## config.mk

```make
export PLATFORM = sky130hd
export DESIGN_NAME = rv_core_top
export DESIGN_NICKNAME = d
export VERILOG_FILES = /design/src/hdl/rv_isa_pkg.sv /design/src/hdl/core_pkg.sv /design/src/hdl/core_ifs.sv /design/src/hdl/fetch_unit.sv /design/src/hdl/decode_stage.sv /design/src/hdl/gpr_file.sv /design/src/hdl/alu.sv /design/src/hdl/branch_unit.sv /design/src/hdl/writeback.sv /design/src/hdl/rv_core_top.sv
export SDC_FILE = /design/constraint.sdc
export NUM_CORES = 2
export LEC_CHECK = 0
export ABC_CLOCK_PERIOD_IN_PS = 4800
export BUFFER_PORTS_ARGS = -buffer_cell sky130_fd_sc_hd__buf_2
export CAP_MARGIN = 20
export CORE_MARGIN = 3
export CORE_UTILIZATION = 58
export CTS_CLUSTER_DIAMETER = 150
export DETAILED_ROUTE_END_ITERATION = 16
export PLACE_DENSITY = 0.83
export SLEW_MARGIN = 20
export SYNTH_ARGS = -nofsm -noshare
export SYNTH_HDL_FRONTEND = slang
export SYNTH_HIERARCHICAL = 1
export SYNTH_SLANG_ARGS = --single-unit
```

## constraint.sdc

```tcl
create_clock -name clk -period 4.8 [get_ports clk]
set_input_delay 0.48 -clock clk [delete_from_list [all_inputs] [get_ports clk]]
set_output_delay 0.48 -clock clk [all_outputs]
set_load 0.02 [all_outputs]
```

## src/hdl/rv_isa_pkg.sv

```systemverilog
package rv_isa_pkg;

    localparam int xlen       = 32;
    localparam int reg_addr_w = 5;

    // major opcodes
    localparam logic [6:0] op_op     = 7'b0110011;
    localparam logic [6:0] op_imm    = 7'b0010011;
    localparam logic [6:0] op_lui    = 7'b0110111;
    localparam logic [6:0] op_branch = 7'b1100011;
    localparam logic [6:0] op_jal    = 7'b1101111;

    // alu funct3, shared by OP and OP-IMM
    localparam logic [2:0] f3_add = 3'b000;
    localparam logic [2:0] f3_sll = 3'b001;
    localparam logic [2:0] f3_slt = 3'b010;
    localparam logic [2:0] f3_xor = 3'b100;
    localparam logic [2:0] f3_srl = 3'b101;
    localparam logic [2:0] f3_or  = 3'b110;
    localparam logic [2:0] f3_and = 3'b111;

    // branch funct3
    localparam logic [2:0] f3_beq = 3'b000;
    localparam logic [2:0] f3_bne = 3'b001;
    localparam logic [2:0] f3_blt = 3'b100;
    localparam logic [2:0] f3_bge = 3'b101;

    localparam logic [6:0] f7_sub = 7'b0100000;

    typedef struct packed {
        logic [6:0]            funct7;
        logic [reg_addr_w-1:0] rs2;
        logic [reg_addr_w-1:0] rs1;
        logic [2:0]            funct3;
        logic [reg_addr_w-1:0] rd;
        logic [6:0]            opcode;
    } r_view_t;

    typedef struct packed {
        logic [11:0]           imm12;
        logic [reg_addr_w-1:0] rs1;
        logic [2:0]            funct3;
        logic [reg_addr_w-1:0] rd;
        logic [6:0]            opcode;
    } i_view_t;

    typedef union packed {
        r_view_t r;
        i_view_t i;
    } insn_u;

endpackage

```

## src/hdl/core_pkg.sv

```systemverilog
package core_pkg;

    localparam int pc_w = 32;

    localparam logic [pc_w-1:0] reset_pc = '0;

    typedef enum logic [3:0] {
        alu_add,
        alu_sub,
        alu_and,
        alu_or,
        alu_xor,
        alu_slt,
        alu_sll,
        alu_srl,
        alu_pass_b
    } alu_op_t;

    // jal counts as an always-taken kind
    typedef enum logic [2:0] {
        br_none,
        br_eq,
        br_ne,
        br_lt,
        br_ge,
        br_jal
    } br_op_t;

endpackage

```

## src/hdl/core_ifs.sv

```systemverilog
`timescale 1ns/1ps

// execute register contents
interface ex_bus_if;
    import rv_isa_pkg::*;
    import core_pkg::*;

    logic                  valid;
    logic [pc_w-1:0]       pc;
    alu_op_t               alu_op;
    logic [xlen-1:0]       op_a;
    logic [xlen-1:0]       op_b;
    logic [xlen-1:0]       rs2_val;
    logic [xlen-1:0]       imm;
    logic [reg_addr_w-1:0] rd;
    br_op_t                br_op;

    modport issue (output valid, pc, alu_op, op_a, op_b, rs2_val, imm, rd, br_op);
    modport exec  (input  valid, pc, alu_op, op_a, op_b, rs2_val, imm, rd, br_op);
endinterface

// register file read ports
interface gpr_rd_if;
    import rv_isa_pkg::*;

    logic [reg_addr_w-1:0] rs1;
    logic [reg_addr_w-1:0] rs2;
    logic [xlen-1:0]       rd1;
    logic [xlen-1:0]       rd2;

    modport reader (output rs1, rs2, input rd1, rd2);
    modport file   (input rs1, rs2, output rd1, rd2);
endinterface

```

## src/hdl/fetch_unit.sv

```systemverilog
`timescale 1ns/1ps

module fetch_unit (
    input  logic                      clk,
    input  logic                      rst_n,
    input  logic                      cpu_en,
    input  logic [31:0]               insn,
    input  logic                      insn_valid,
    input  logic                      redirect,
    input  logic [core_pkg::pc_w-1:0] redirect_pc,
    output logic                      insn_ready,
    output logic [core_pkg::pc_w-1:0] pc,
    output logic                      id_valid,
    output logic [core_pkg::pc_w-1:0] id_pc,
    output logic [31:0]               id_insn
);
    import core_pkg::*;

    logic running;
    logic xfer;

    // no fetch while a redirect is pending
    assign insn_ready = cpu_en & running & ~redirect;
    assign xfer       = insn_valid & insn_ready;

    always_ff @(posedge clk or negedge rst_n) begin
        if (!rst_n) begin
            running  <= 1'b0;
            pc       <= reset_pc;
            id_valid <= 1'b0;
        end else begin
            running <= 1'b1;
            if (redirect) begin
                pc <= redirect_pc;
            end else if (xfer) begin
                pc <= pc + pc_w'(4);
            end
            // xfer is low on redirect, so decode gets a bubble
            id_valid <= xfer;
        end
    end

    always_ff @(posedge clk) begin
        if (xfer) begin
            id_pc   <= pc;
            id_insn <= insn;
        end
    end

endmodule

```

## src/hdl/decode_stage.sv

```systemverilog
`timescale 1ns/1ps

module decode_stage (
    input  logic                              clk,
    input  logic                              rst_n,
    input  logic                              id_valid,
    input  logic [core_pkg::pc_w-1:0]         id_pc,
    input  logic [31:0]                       id_insn,
    input  logic                              redirect,
    input  logic                              wb_we,
    input  logic [rv_isa_pkg::reg_addr_w-1:0] wb_rd,
    input  logic [rv_isa_pkg::xlen-1:0]       wb_data,
    gpr_rd_if.reader                          gpr,
    ex_bus_if.issue                           ex
);
    import rv_isa_pkg::*;
    import core_pkg::*;

    insn_u           word;
    logic [xlen-1:0] imm_i;
    logic [xlen-1:0] imm_b;
    logic [xlen-1:0] imm_j;
    logic [xlen-1:0] imm_u;
    logic [xlen-1:0] rs1_val;
    logic [xlen-1:0] rs2_val;
    logic            legal;
    alu_op_t         alu_op;
    br_op_t          br_op;
    logic [xlen-1:0] op_a;
    logic [xlen-1:0] op_b;
    logic [xlen-1:0] imm;

    assign word = id_insn;

    // immediates rebuilt from the r and i fields of the same word
    assign imm_i = {{(xlen-12){word.i.imm12[11]}}, word.i.imm12};
    assign imm_b = {{(xlen-12){word.r.funct7[6]}}, word.r.rd[0], word.r.funct7[5:0],
                    word.r.rd[4:1], 1'b0};
    assign imm_j = {{(xlen-20){word.i.imm12[11]}}, word.i.rs1, word.i.funct3,
                    word.i.imm12[0], word.i.imm12[10:1], 1'b0};
    assign imm_u = {word.i.imm12, word.i.rs1, word.i.funct3, 12'b0};

    assign gpr.rs1 = word.i.rs1;
    assign gpr.rs2 = word.r.rs2;

    // bypass from the instruction in execute
    assign rs1_val = (wb_we && wb_rd == word.i.rs1) ? wb_data : gpr.rd1;
    assign rs2_val = (wb_we && wb_rd == word.r.rs2) ? wb_data : gpr.rd2;

    always_comb begin
        legal  = 1'b1;
        alu_op = alu_add;
        br_op  = br_none;
        op_a   = rs1_val;
        op_b   = rs2_val;
        imm    = imm_i;
        case (word.r.opcode)
            op_op: begin
                case (word.r.funct3)
                    f3_add:  alu_op = (word.r.funct7 == f7_sub) ? alu_sub : alu_add;
                    f3_sll:  alu_op = alu_sll;
                    f3_slt:  alu_op = alu_slt;
                    f3_xor:  alu_op = alu_xor;
                    f3_srl:  alu_op = alu_srl;
                    f3_or:   alu_op = alu_or;
                    f3_and:  alu_op = alu_and;
                    default: legal = 1'b0;
                endcase
            end
            op_imm: begin
                op_b = imm_i;
                case (word.i.funct3)
                    f3_add:  alu_op = alu_add;
                    f3_slt:  alu_op = alu_slt;
                    f3_xor:  alu_op = alu_xor;
                    f3_or:   alu_op = alu_or;
                    f3_and:  alu_op = alu_and;
                    default: legal = 1'b0;
                endcase
            end
            op_lui: begin
                alu_op = alu_pass_b;
                op_b   = imm_u;
                imm    = imm_u;
            end
            op_branch: begin
                imm = imm_b;
                case (word.r.funct3)
                    f3_beq:  br_op = br_eq;
                    f3_bne:  br_op = br_ne;
                    f3_blt:  br_op = br_lt;
                    f3_bge:  br_op = br_ge;
                    default: legal = 1'b0;
                endcase
            end
            op_jal: begin
                br_op = br_jal;
                imm   = imm_j;
            end
            default: legal = 1'b0;
        endcase
    end

    always_ff @(posedge clk or negedge rst_n) begin
        if (!rst_n) begin
            ex.valid <= 1'b0;
        end else begin
            ex.valid <= id_valid & legal & ~redirect;
        end
    end

    always_ff @(posedge clk) begin
        if (id_valid) begin
            ex.pc      <= id_pc;
            ex.alu_op  <= alu_op;
            ex.op_a    <= op_a;
            ex.op_b    <= op_b;
            ex.rs2_val <= rs2_val;
            ex.imm     <= imm;
            ex.rd      <= word.r.rd;
            ex.br_op   <= br_op;
        end
    end

endmodule

```

## src/hdl/gpr_file.sv

```systemverilog
`timescale 1ns/1ps

module gpr_file (
    input  logic                              clk,
    input  logic                              rst_n,
    input  logic                              wb_we,
    input  logic [rv_isa_pkg::reg_addr_w-1:0] wb_rd,
    input  logic [rv_isa_pkg::xlen-1:0]       wb_data,
    gpr_rd_if.file                            gpr
);
    import rv_isa_pkg::*;

    // x0 has no storage
    logic [xlen-1:0] regs [1:2**reg_addr_w-1];

    always_ff @(posedge clk or negedge rst_n) begin
        if (!rst_n) begin
            for (int i = 1; i < 2**reg_addr_w; i++) begin
                regs[i] <= '0;
            end
        end else if (wb_we && wb_rd != '0) begin
            regs[wb_rd] <= wb_data;
        end
    end

    assign gpr.rd1 = (gpr.rs1 == '0) ? '0 : regs[gpr.rs1];
    assign gpr.rd2 = (gpr.rs2 == '0) ? '0 : regs[gpr.rs2];

endmodule

```

## src/hdl/alu.sv

```systemverilog
`timescale 1ns/1ps

module alu (
    ex_bus_if.exec                      ex,
    output logic [rv_isa_pkg::xlen-1:0] alu_result
);
    import rv_isa_pkg::*;
    import core_pkg::*;

    logic [4:0] shamt;
    logic       lt;

    assign shamt = ex.op_b[4:0];
    assign lt    = $signed(ex.op_a) < $signed(ex.op_b);

    always_comb begin
        case (ex.alu_op)
            alu_add:    alu_result = ex.op_a + ex.op_b;
            alu_sub:    alu_result = ex.op_a - ex.op_b;
            alu_and:    alu_result = ex.op_a & ex.op_b;
            alu_or:     alu_result = ex.op_a | ex.op_b;
            alu_xor:    alu_result = ex.op_a ^ ex.op_b;
            alu_slt:    alu_result = {{(xlen-1){1'b0}}, lt};
            alu_sll:    alu_result = ex.op_a << shamt;
            alu_srl:    alu_result = ex.op_a >> shamt;
            // lui immediate comes in on op_b
            alu_pass_b: alu_result = ex.op_b;
            default:    alu_result = '0;
        endcase
    end

endmodule

```

## src/hdl/branch_unit.sv

```systemverilog
`timescale 1ns/1ps

module branch_unit (
    ex_bus_if.exec                    ex,
    output logic                      br_taken,
    output logic [core_pkg::pc_w-1:0] br_target
);
    import core_pkg::*;

    logic cond;

    always_comb begin
        case (ex.br_op)
            br_eq:   cond = (ex.op_a == ex.rs2_val);
            br_ne:   cond = (ex.op_a != ex.rs2_val);
            br_lt:   cond = ($signed(ex.op_a) < $signed(ex.rs2_val));
            br_ge:   cond = ($signed(ex.op_a) >= $signed(ex.rs2_val));
            br_jal:  cond = 1'b1;
            default: cond = 1'b0;
        endcase
    end

    assign br_taken = ex.valid & cond;

    // same adder for b-type and j-type offsets
    assign br_target = ex.pc + ex.imm;

endmodule

```

## src/hdl/writeback.sv

```systemverilog
`timescale 1ns/1ps

module writeback (
    input  logic                              clk,
    input  logic                              rst_n,
    input  logic [rv_isa_pkg::xlen-1:0]       alu_result,
    input  logic                              br_taken,
    input  logic [core_pkg::pc_w-1:0]         br_target,
    ex_bus_if.exec                            ex,
    output logic                              redirect,
    output logic [core_pkg::pc_w-1:0]         redirect_pc,
    output logic                              wb_we,
    output logic [rv_isa_pkg::reg_addr_w-1:0] wb_rd,
    output logic [rv_isa_pkg::xlen-1:0]       wb_data,
    output logic                              retire_valid,
    output logic [core_pkg::pc_w-1:0]         retire_pc,
    output logic [rv_isa_pkg::reg_addr_w-1:0] retire_rd,
    output logic [rv_isa_pkg::xlen-1:0]       retire_data
);
    import core_pkg::*;

    logic is_branch;

    // conditional branches only, jal writes its link
    assign is_branch = ex.br_op inside {br_eq, br_ne, br_lt, br_ge};

    assign wb_we   = ex.valid & ~is_branch & (ex.rd != '0);
    assign wb_rd   = ex.rd;
    assign wb_data = (ex.br_op == br_jal) ? ex.pc + pc_w'(4) : alu_result;

    assign redirect    = br_taken;
    assign redirect_pc = br_target;

    always_ff @(posedge clk or negedge rst_n) begin
        if (!rst_n) begin
            retire_valid <= 1'b0;
        end else begin
            retire_valid <= ex.valid;
        end
    end

    // branches and x0 writes report rd 0
    always_ff @(posedge clk) begin
        if (ex.valid) begin
            retire_pc   <= ex.pc;
            retire_rd   <= wb_we ? ex.rd : '0;
            retire_data <= wb_we ? wb_data : '0;
        end
    end

endmodule

```

## src/hdl/rv_core_top.sv

```systemverilog
`timescale 1ns/1ps

module rv_core_top (
    input  logic                              clk,
    input  logic                              rst_n,
    input  logic                              cpu_en,
    input  logic [31:0]                       insn,
    input  logic                              insn_valid,
    output logic                              insn_ready,
    output logic [rv_isa_pkg::xlen-1:0]       pc,
    output logic                              retire_valid,
    output logic [rv_isa_pkg::xlen-1:0]       retire_pc,
    output logic [rv_isa_pkg::reg_addr_w-1:0] retire_rd,
    output logic [rv_isa_pkg::xlen-1:0]       retire_data
);
    import rv_isa_pkg::*;
    import core_pkg::*;

    logic                  id_valid;
    logic [pc_w-1:0]       id_pc;
    logic [31:0]           id_insn;
    logic                  redirect;
    logic [pc_w-1:0]       redirect_pc;
    logic                  wb_we;
    logic [reg_addr_w-1:0] wb_rd;
    logic [xlen-1:0]       wb_data;
    logic [xlen-1:0]       alu_result;
    logic                  br_taken;
    logic [pc_w-1:0]       br_target;

    ex_bus_if ex_bus ();
    gpr_rd_if gpr_rd ();

    fetch_unit u_fetch_unit (
        .clk         (clk        ),
        .rst_n       (rst_n      ),
        .cpu_en      (cpu_en     ),
        .insn        (insn       ),
        .insn_valid  (insn_valid ),
        .redirect    (redirect   ),
        .redirect_pc (redirect_pc),
        .insn_ready  (insn_ready ),
        .pc          (pc         ),
        .id_valid    (id_valid   ),
        .id_pc       (id_pc      ),
        .id_insn     (id_insn    )
    );

    decode_stage u_decode_stage (
        .clk      (clk     ),
        .rst_n    (rst_n   ),
        .id_valid (id_valid),
        .id_pc    (id_pc   ),
        .id_insn  (id_insn ),
        .redirect (redirect),
        .wb_we    (wb_we   ),
        .wb_rd    (wb_rd   ),
        .wb_data  (wb_data ),
        .gpr      (gpr_rd  ),
        .ex       (ex_bus  )
    );

    gpr_file u_gpr_file (
        .clk     (clk    ),
        .rst_n   (rst_n  ),
        .wb_we   (wb_we  ),
        .wb_rd   (wb_rd  ),
        .wb_data (wb_data),
        .gpr     (gpr_rd )
    );

    alu u_alu (
        .ex         (ex_bus    ),
        .alu_result (alu_result)
    );

    branch_unit u_branch_unit (
        .ex        (ex_bus   ),
        .br_taken  (br_taken ),
        .br_target (br_target)
    );

    writeback u_writeback (
        .clk          (clk         ),
        .rst_n        (rst_n       ),
        .alu_result   (alu_result  ),
        .br_taken     (br_taken    ),
        .br_target    (br_target   ),
        .ex           (ex_bus      ),
        .redirect     (redirect    ),
        .redirect_pc  (redirect_pc ),
        .wb_we        (wb_we       ),
        .wb_rd        (wb_rd       ),
        .wb_data      (wb_data     ),
        .retire_valid (retire_valid),
        .retire_pc    (retire_pc   ),
        .retire_rd    (retire_rd   ),
        .retire_data  (retire_data )
    );

endmodule

```

==> results by group <==
Status
  • Status: complete, no violations

Power
  • Worst IR Drop VDD: 396 uV
  • Total power: 0.0258 W
  • Leakage: roughly 40 nW
  • Cell Pwr Density: around 290 nW/um2

Clocking
  • CTS clk-pin slew, worst paths: ~0.060 ns
  • CTS tree: done
  • Htree depth: 4
  • Num CTS Buffers: about 140
  • Clock Root Buffer: clkbuf_16
  • Worst-Skew Late Latency: 0.83 ns
  • Sink Count: between 1,000 and 1,500
  • Clock buffer depth: 3

STA
  • Final setup viols: 0
  • Fin crit period: around 4.6 ns
  • Period utilization: 96.9%
  • Worst-margin pin slew: approximately 1.2 ns
  • RSZ-0062 raised after global routing: false
  • Hold Vio Cnt, Final: 0
  • Fin. max-slew vios: 0
  • Setup Skew: roughly 0.057 ns
  • Worst slew margin: 18.0%
  • Setup TNS: 0 ns
  • Fmax achieved: 215 MHz

Die
  • Core area: 136,000 um2
  • Row cnt: 135
  • Ports: roughly 140
  • Initial Util: 58.6%
  • Die area: about 140,000 um2
  • Die Width: between 300 and 400 um
  • Chip height: between 300 and 400 um

Finish
  • Most frequent cells in the layout: 1,086 x mux2_2, 1,026 x dfrtp_1, 637 x mux2i_1
  • Layout cells sized above 1: around 31%
  • Area grow syn2layout: 10.8%
  • Final cell count without fillers: 8,704
  • Commonest non-fill, non-tap cell in the layout: mux2_2
  • Largest register FFs: just under 1,000
  • Biggest register: u_gpr_file/regs
  • Nets: approximately 7,000

Yosys
  • Register area share after synthesis: a little over two fifths
  • #FFs+latches synth: ~1,300
  • Number of flops mapped to enable cells by yosys: a little over 300
  • Syn nets: roughly 7,000
  • Synthesized cell area: 79,600 um2
  • Synth warn: 6
  • Count of different cell masters after synthesis: around 120
  • Main synth FF type: dfrtp_1
  • Async set-reset flop share out of synthesis: between 70% and 80%
  • Syn Inst Count: between 6,000 and 7,000
  • Post-synthesis area per instance: ~12 um2

Drt
  • Drt first-iter violations: 9,598
  • DR vias/cell: about 7.4
  • DRT Pass-1 Iters: 8
  • Wirelength per Cell: around 33 um
  • Final ANT Viol Nets: 0
  • Routed vias: approximately 64,000
  • Routed WL: 284,000 um
  • Residual DRC count: 0

Critical path
  • Critical Path End Type: primary output
  • Critical path arrival: about 4.2 ns
  • Critical Path Slowest Stage Cell: edfxtp_1
  • Worst-path cell chain: ha_1 -> a21o_1 -> a21o_1 -> a21oi_1 -> o21ai_0 -> a221oi_1 -> o32a_1 -> mux2i_1 -> nor2_2 -> buf_6 -> inv_2 -> and3_1 -> buf_2
  • Highest net fanout along the worst path: 34
  • Max incr delay on CP: around 0.58 ns
  • CP required: between 4 and 5 ns
  • Largest delay share family, worst path: compound AO/OA/AOI/OAI gates
  • CP Class: flip-flop to primary output
  • Buf+Inv Stages, Crit Path: 3
  • Critical Path Source Type: flip-flop
  • CP most frequent cell: a21o_1

Worst hold path
  • Hold Path Class: input pin to flip-flop

Place
  • Hpwl dp: roughly 180,000 um
  • I/O Buffers: approximately 140
  • RePlAce Congestion: approximately 1.1
  • Placed cells: roughly 8,400

GRT
  • GRT Total Usage: 39.3%
  • Largest net degree at the start of global routing: 137
  • Vias in the first global route: ~64,000
  • Global-route wire length before repair: between 400,000 and 500,000 um
  • Initial antenna violation count: 16
  • Grt ovf: 0

Job
  • Max-cap violation count: 0
[worst paths after layout]
path,cells after the start,from,slack [ns],to
hold reg to reg,0,u_fetch_unit/id_pc[15],0.42,u_decode_stage/ex.pc[15]
hold / removal,5,insn_valid,0.25,u_fetch_unit/pc[12]
setup reg to reg,16,u_decode_stage/ex.op_b[0],0.22,u_gpr_file/regs[607]
setup / recovery,13,u_decode_stage/ex.op_a[21],0.15,insn_ready
min in group asynchronous,2,rst_n,0.27,u_gpr_file/regs[255]
max in group asynchronous,3,rst_n,3.16,u_gpr_file/regs[374]
[report_power, final]
| part | switching (W) | internal [W] |
|---|---|---|
| Sequential | 0.000291 | 0.0118 |
| Combinational | 0.00158 | 0.000753 |
| Clock | 0.00482 | 0.00657 |
| Total | 0.00670 | 0.0191 |
[synth_stat cells, types with 29 or more instances]
| cell | n | area, um2 |
|---|---|---|
| mux2_2 | 1086 | 12200 |
| dfrtp_1 | 1028 | 25700 |
| mux2i_1 | 637 | 6380 |
| o22ai_1 | 311 | 1950 |
| edfxtp_1 | 305 | 9160 |
| clkbuf_1 | 297 | 1110 |
| nand2_1 | 268 | 1010 |
| a21oi_1 | 231 | 1160 |
| nor2_1 | 219 | 822 |
| buf_2 | 213 | 1070 |
| nor3_1 | 171 | 856 |
| ha_1 | 162 | 2030 |
| mux4_2 | 155 | 3490 |
| inv_1 | 145 | 544 |
| o21ai_0 | 133 | 666 |
| a211oi_1 | 102 | 766 |
| a22oi_1 | 91 | 683 |
| mux2_1 | 82 | 923 |
| nor2b_1 | 78 | 488 |
| nand3_1 | 76 | 380 |
| nand4_1 | 74 | 463 |
| o211ai_1 | 74 | 556 |
| buf_4 | 71 | 533 |
| a221oi_1 | 60 | 526 |
| a21o_1 | 56 | 420 |
| nor4_1 | 53 | 332 |
| or3_1 | 46 | 288 |
| a221o_1 | 44 | 440 |
| buf_1 | 44 | 165 |
| xnor2_1 | 37 | 324 |
| xor2_1 | 37 | 324 |
| mux2_4 | 30 | 450 |
| a31oi_1 | 29 | 181 |
[stage by stage]
step	util, %	cell area [um2]	hold WS, ns	setup WS, ns
final	64.9	88200	0.247	0.151
after global routing	64.9	88100	0.246	0.00187
after CTS	64.8	88100	0.207	0.0266
after detailed placement	61.0	82900	0.405	0.251
after global placement	61.0	82900	0.400	0.305
after floorplan	-	79600	0.184	0.300
[cells by family after synthesis]
family / synth area share [%]
AO/OA/AOI/OAI: 11.1
XOR/XNOR: 0.814
adder cells (fa/ha/maj): 2.62
buffers and inverters: 4.71
flip-flops: 43.8
multiplexers: 29.5
other: 0.00471
AND/OR/NAND/NOR: 7.40
[what timing repair did]
action | in CTS | in global routing
hold buffers | 33 | 0
endpoints found under the hold margin | 94 | 0
pin swaps | 1 | 1
endpoints found under the setup margin | 1 | 8
gates resized for setup | 3 | 3
setup buffers | 1 | 2
[layer usage]
| layer | routed length [um] | track usage [%] |
|---|---|---|
| met2 | 125000 | 59.3 |
| met1 | 98800 | 47.7 |
| met3 | 35100 | 11.8 |
| met4 | 25300 | 29.3 |
| met5 | 103 | 0 |
[layout make-up]
cell class | count | area (um2)
well taps | 1781 | 2230
diodes | 8 | 20.0
fillers | 9652 | 47600
clock inverters | 62 | 726
clock buffers | 195 | 4100
repair buffers | 503 | 4250
multi-input cells | 4673 | 41400
inverters | 149 | 563
flip-flops and latches | 1333 | 34900
[worst register-to-register path, cell delays in order, from the launching register on]
cell,delay [ns]
edfxtp_1,0.35
buf_4,0.19
buf_4,0.25
inv_1,0.12
buf_4,0.20
nand3_1,0.33
nor2_1,0.08
a2111oi_0,0.76
o311a_1,0.49
o311ai_0,0.27
nor3b_1,0.27
o32ai_1,0.15
nor2_1,0.23
a21oi_2,0.11
buf_12,0.22
buf_12,0.16
mux2_2,0.29
(Power assumes the default switching activity.)
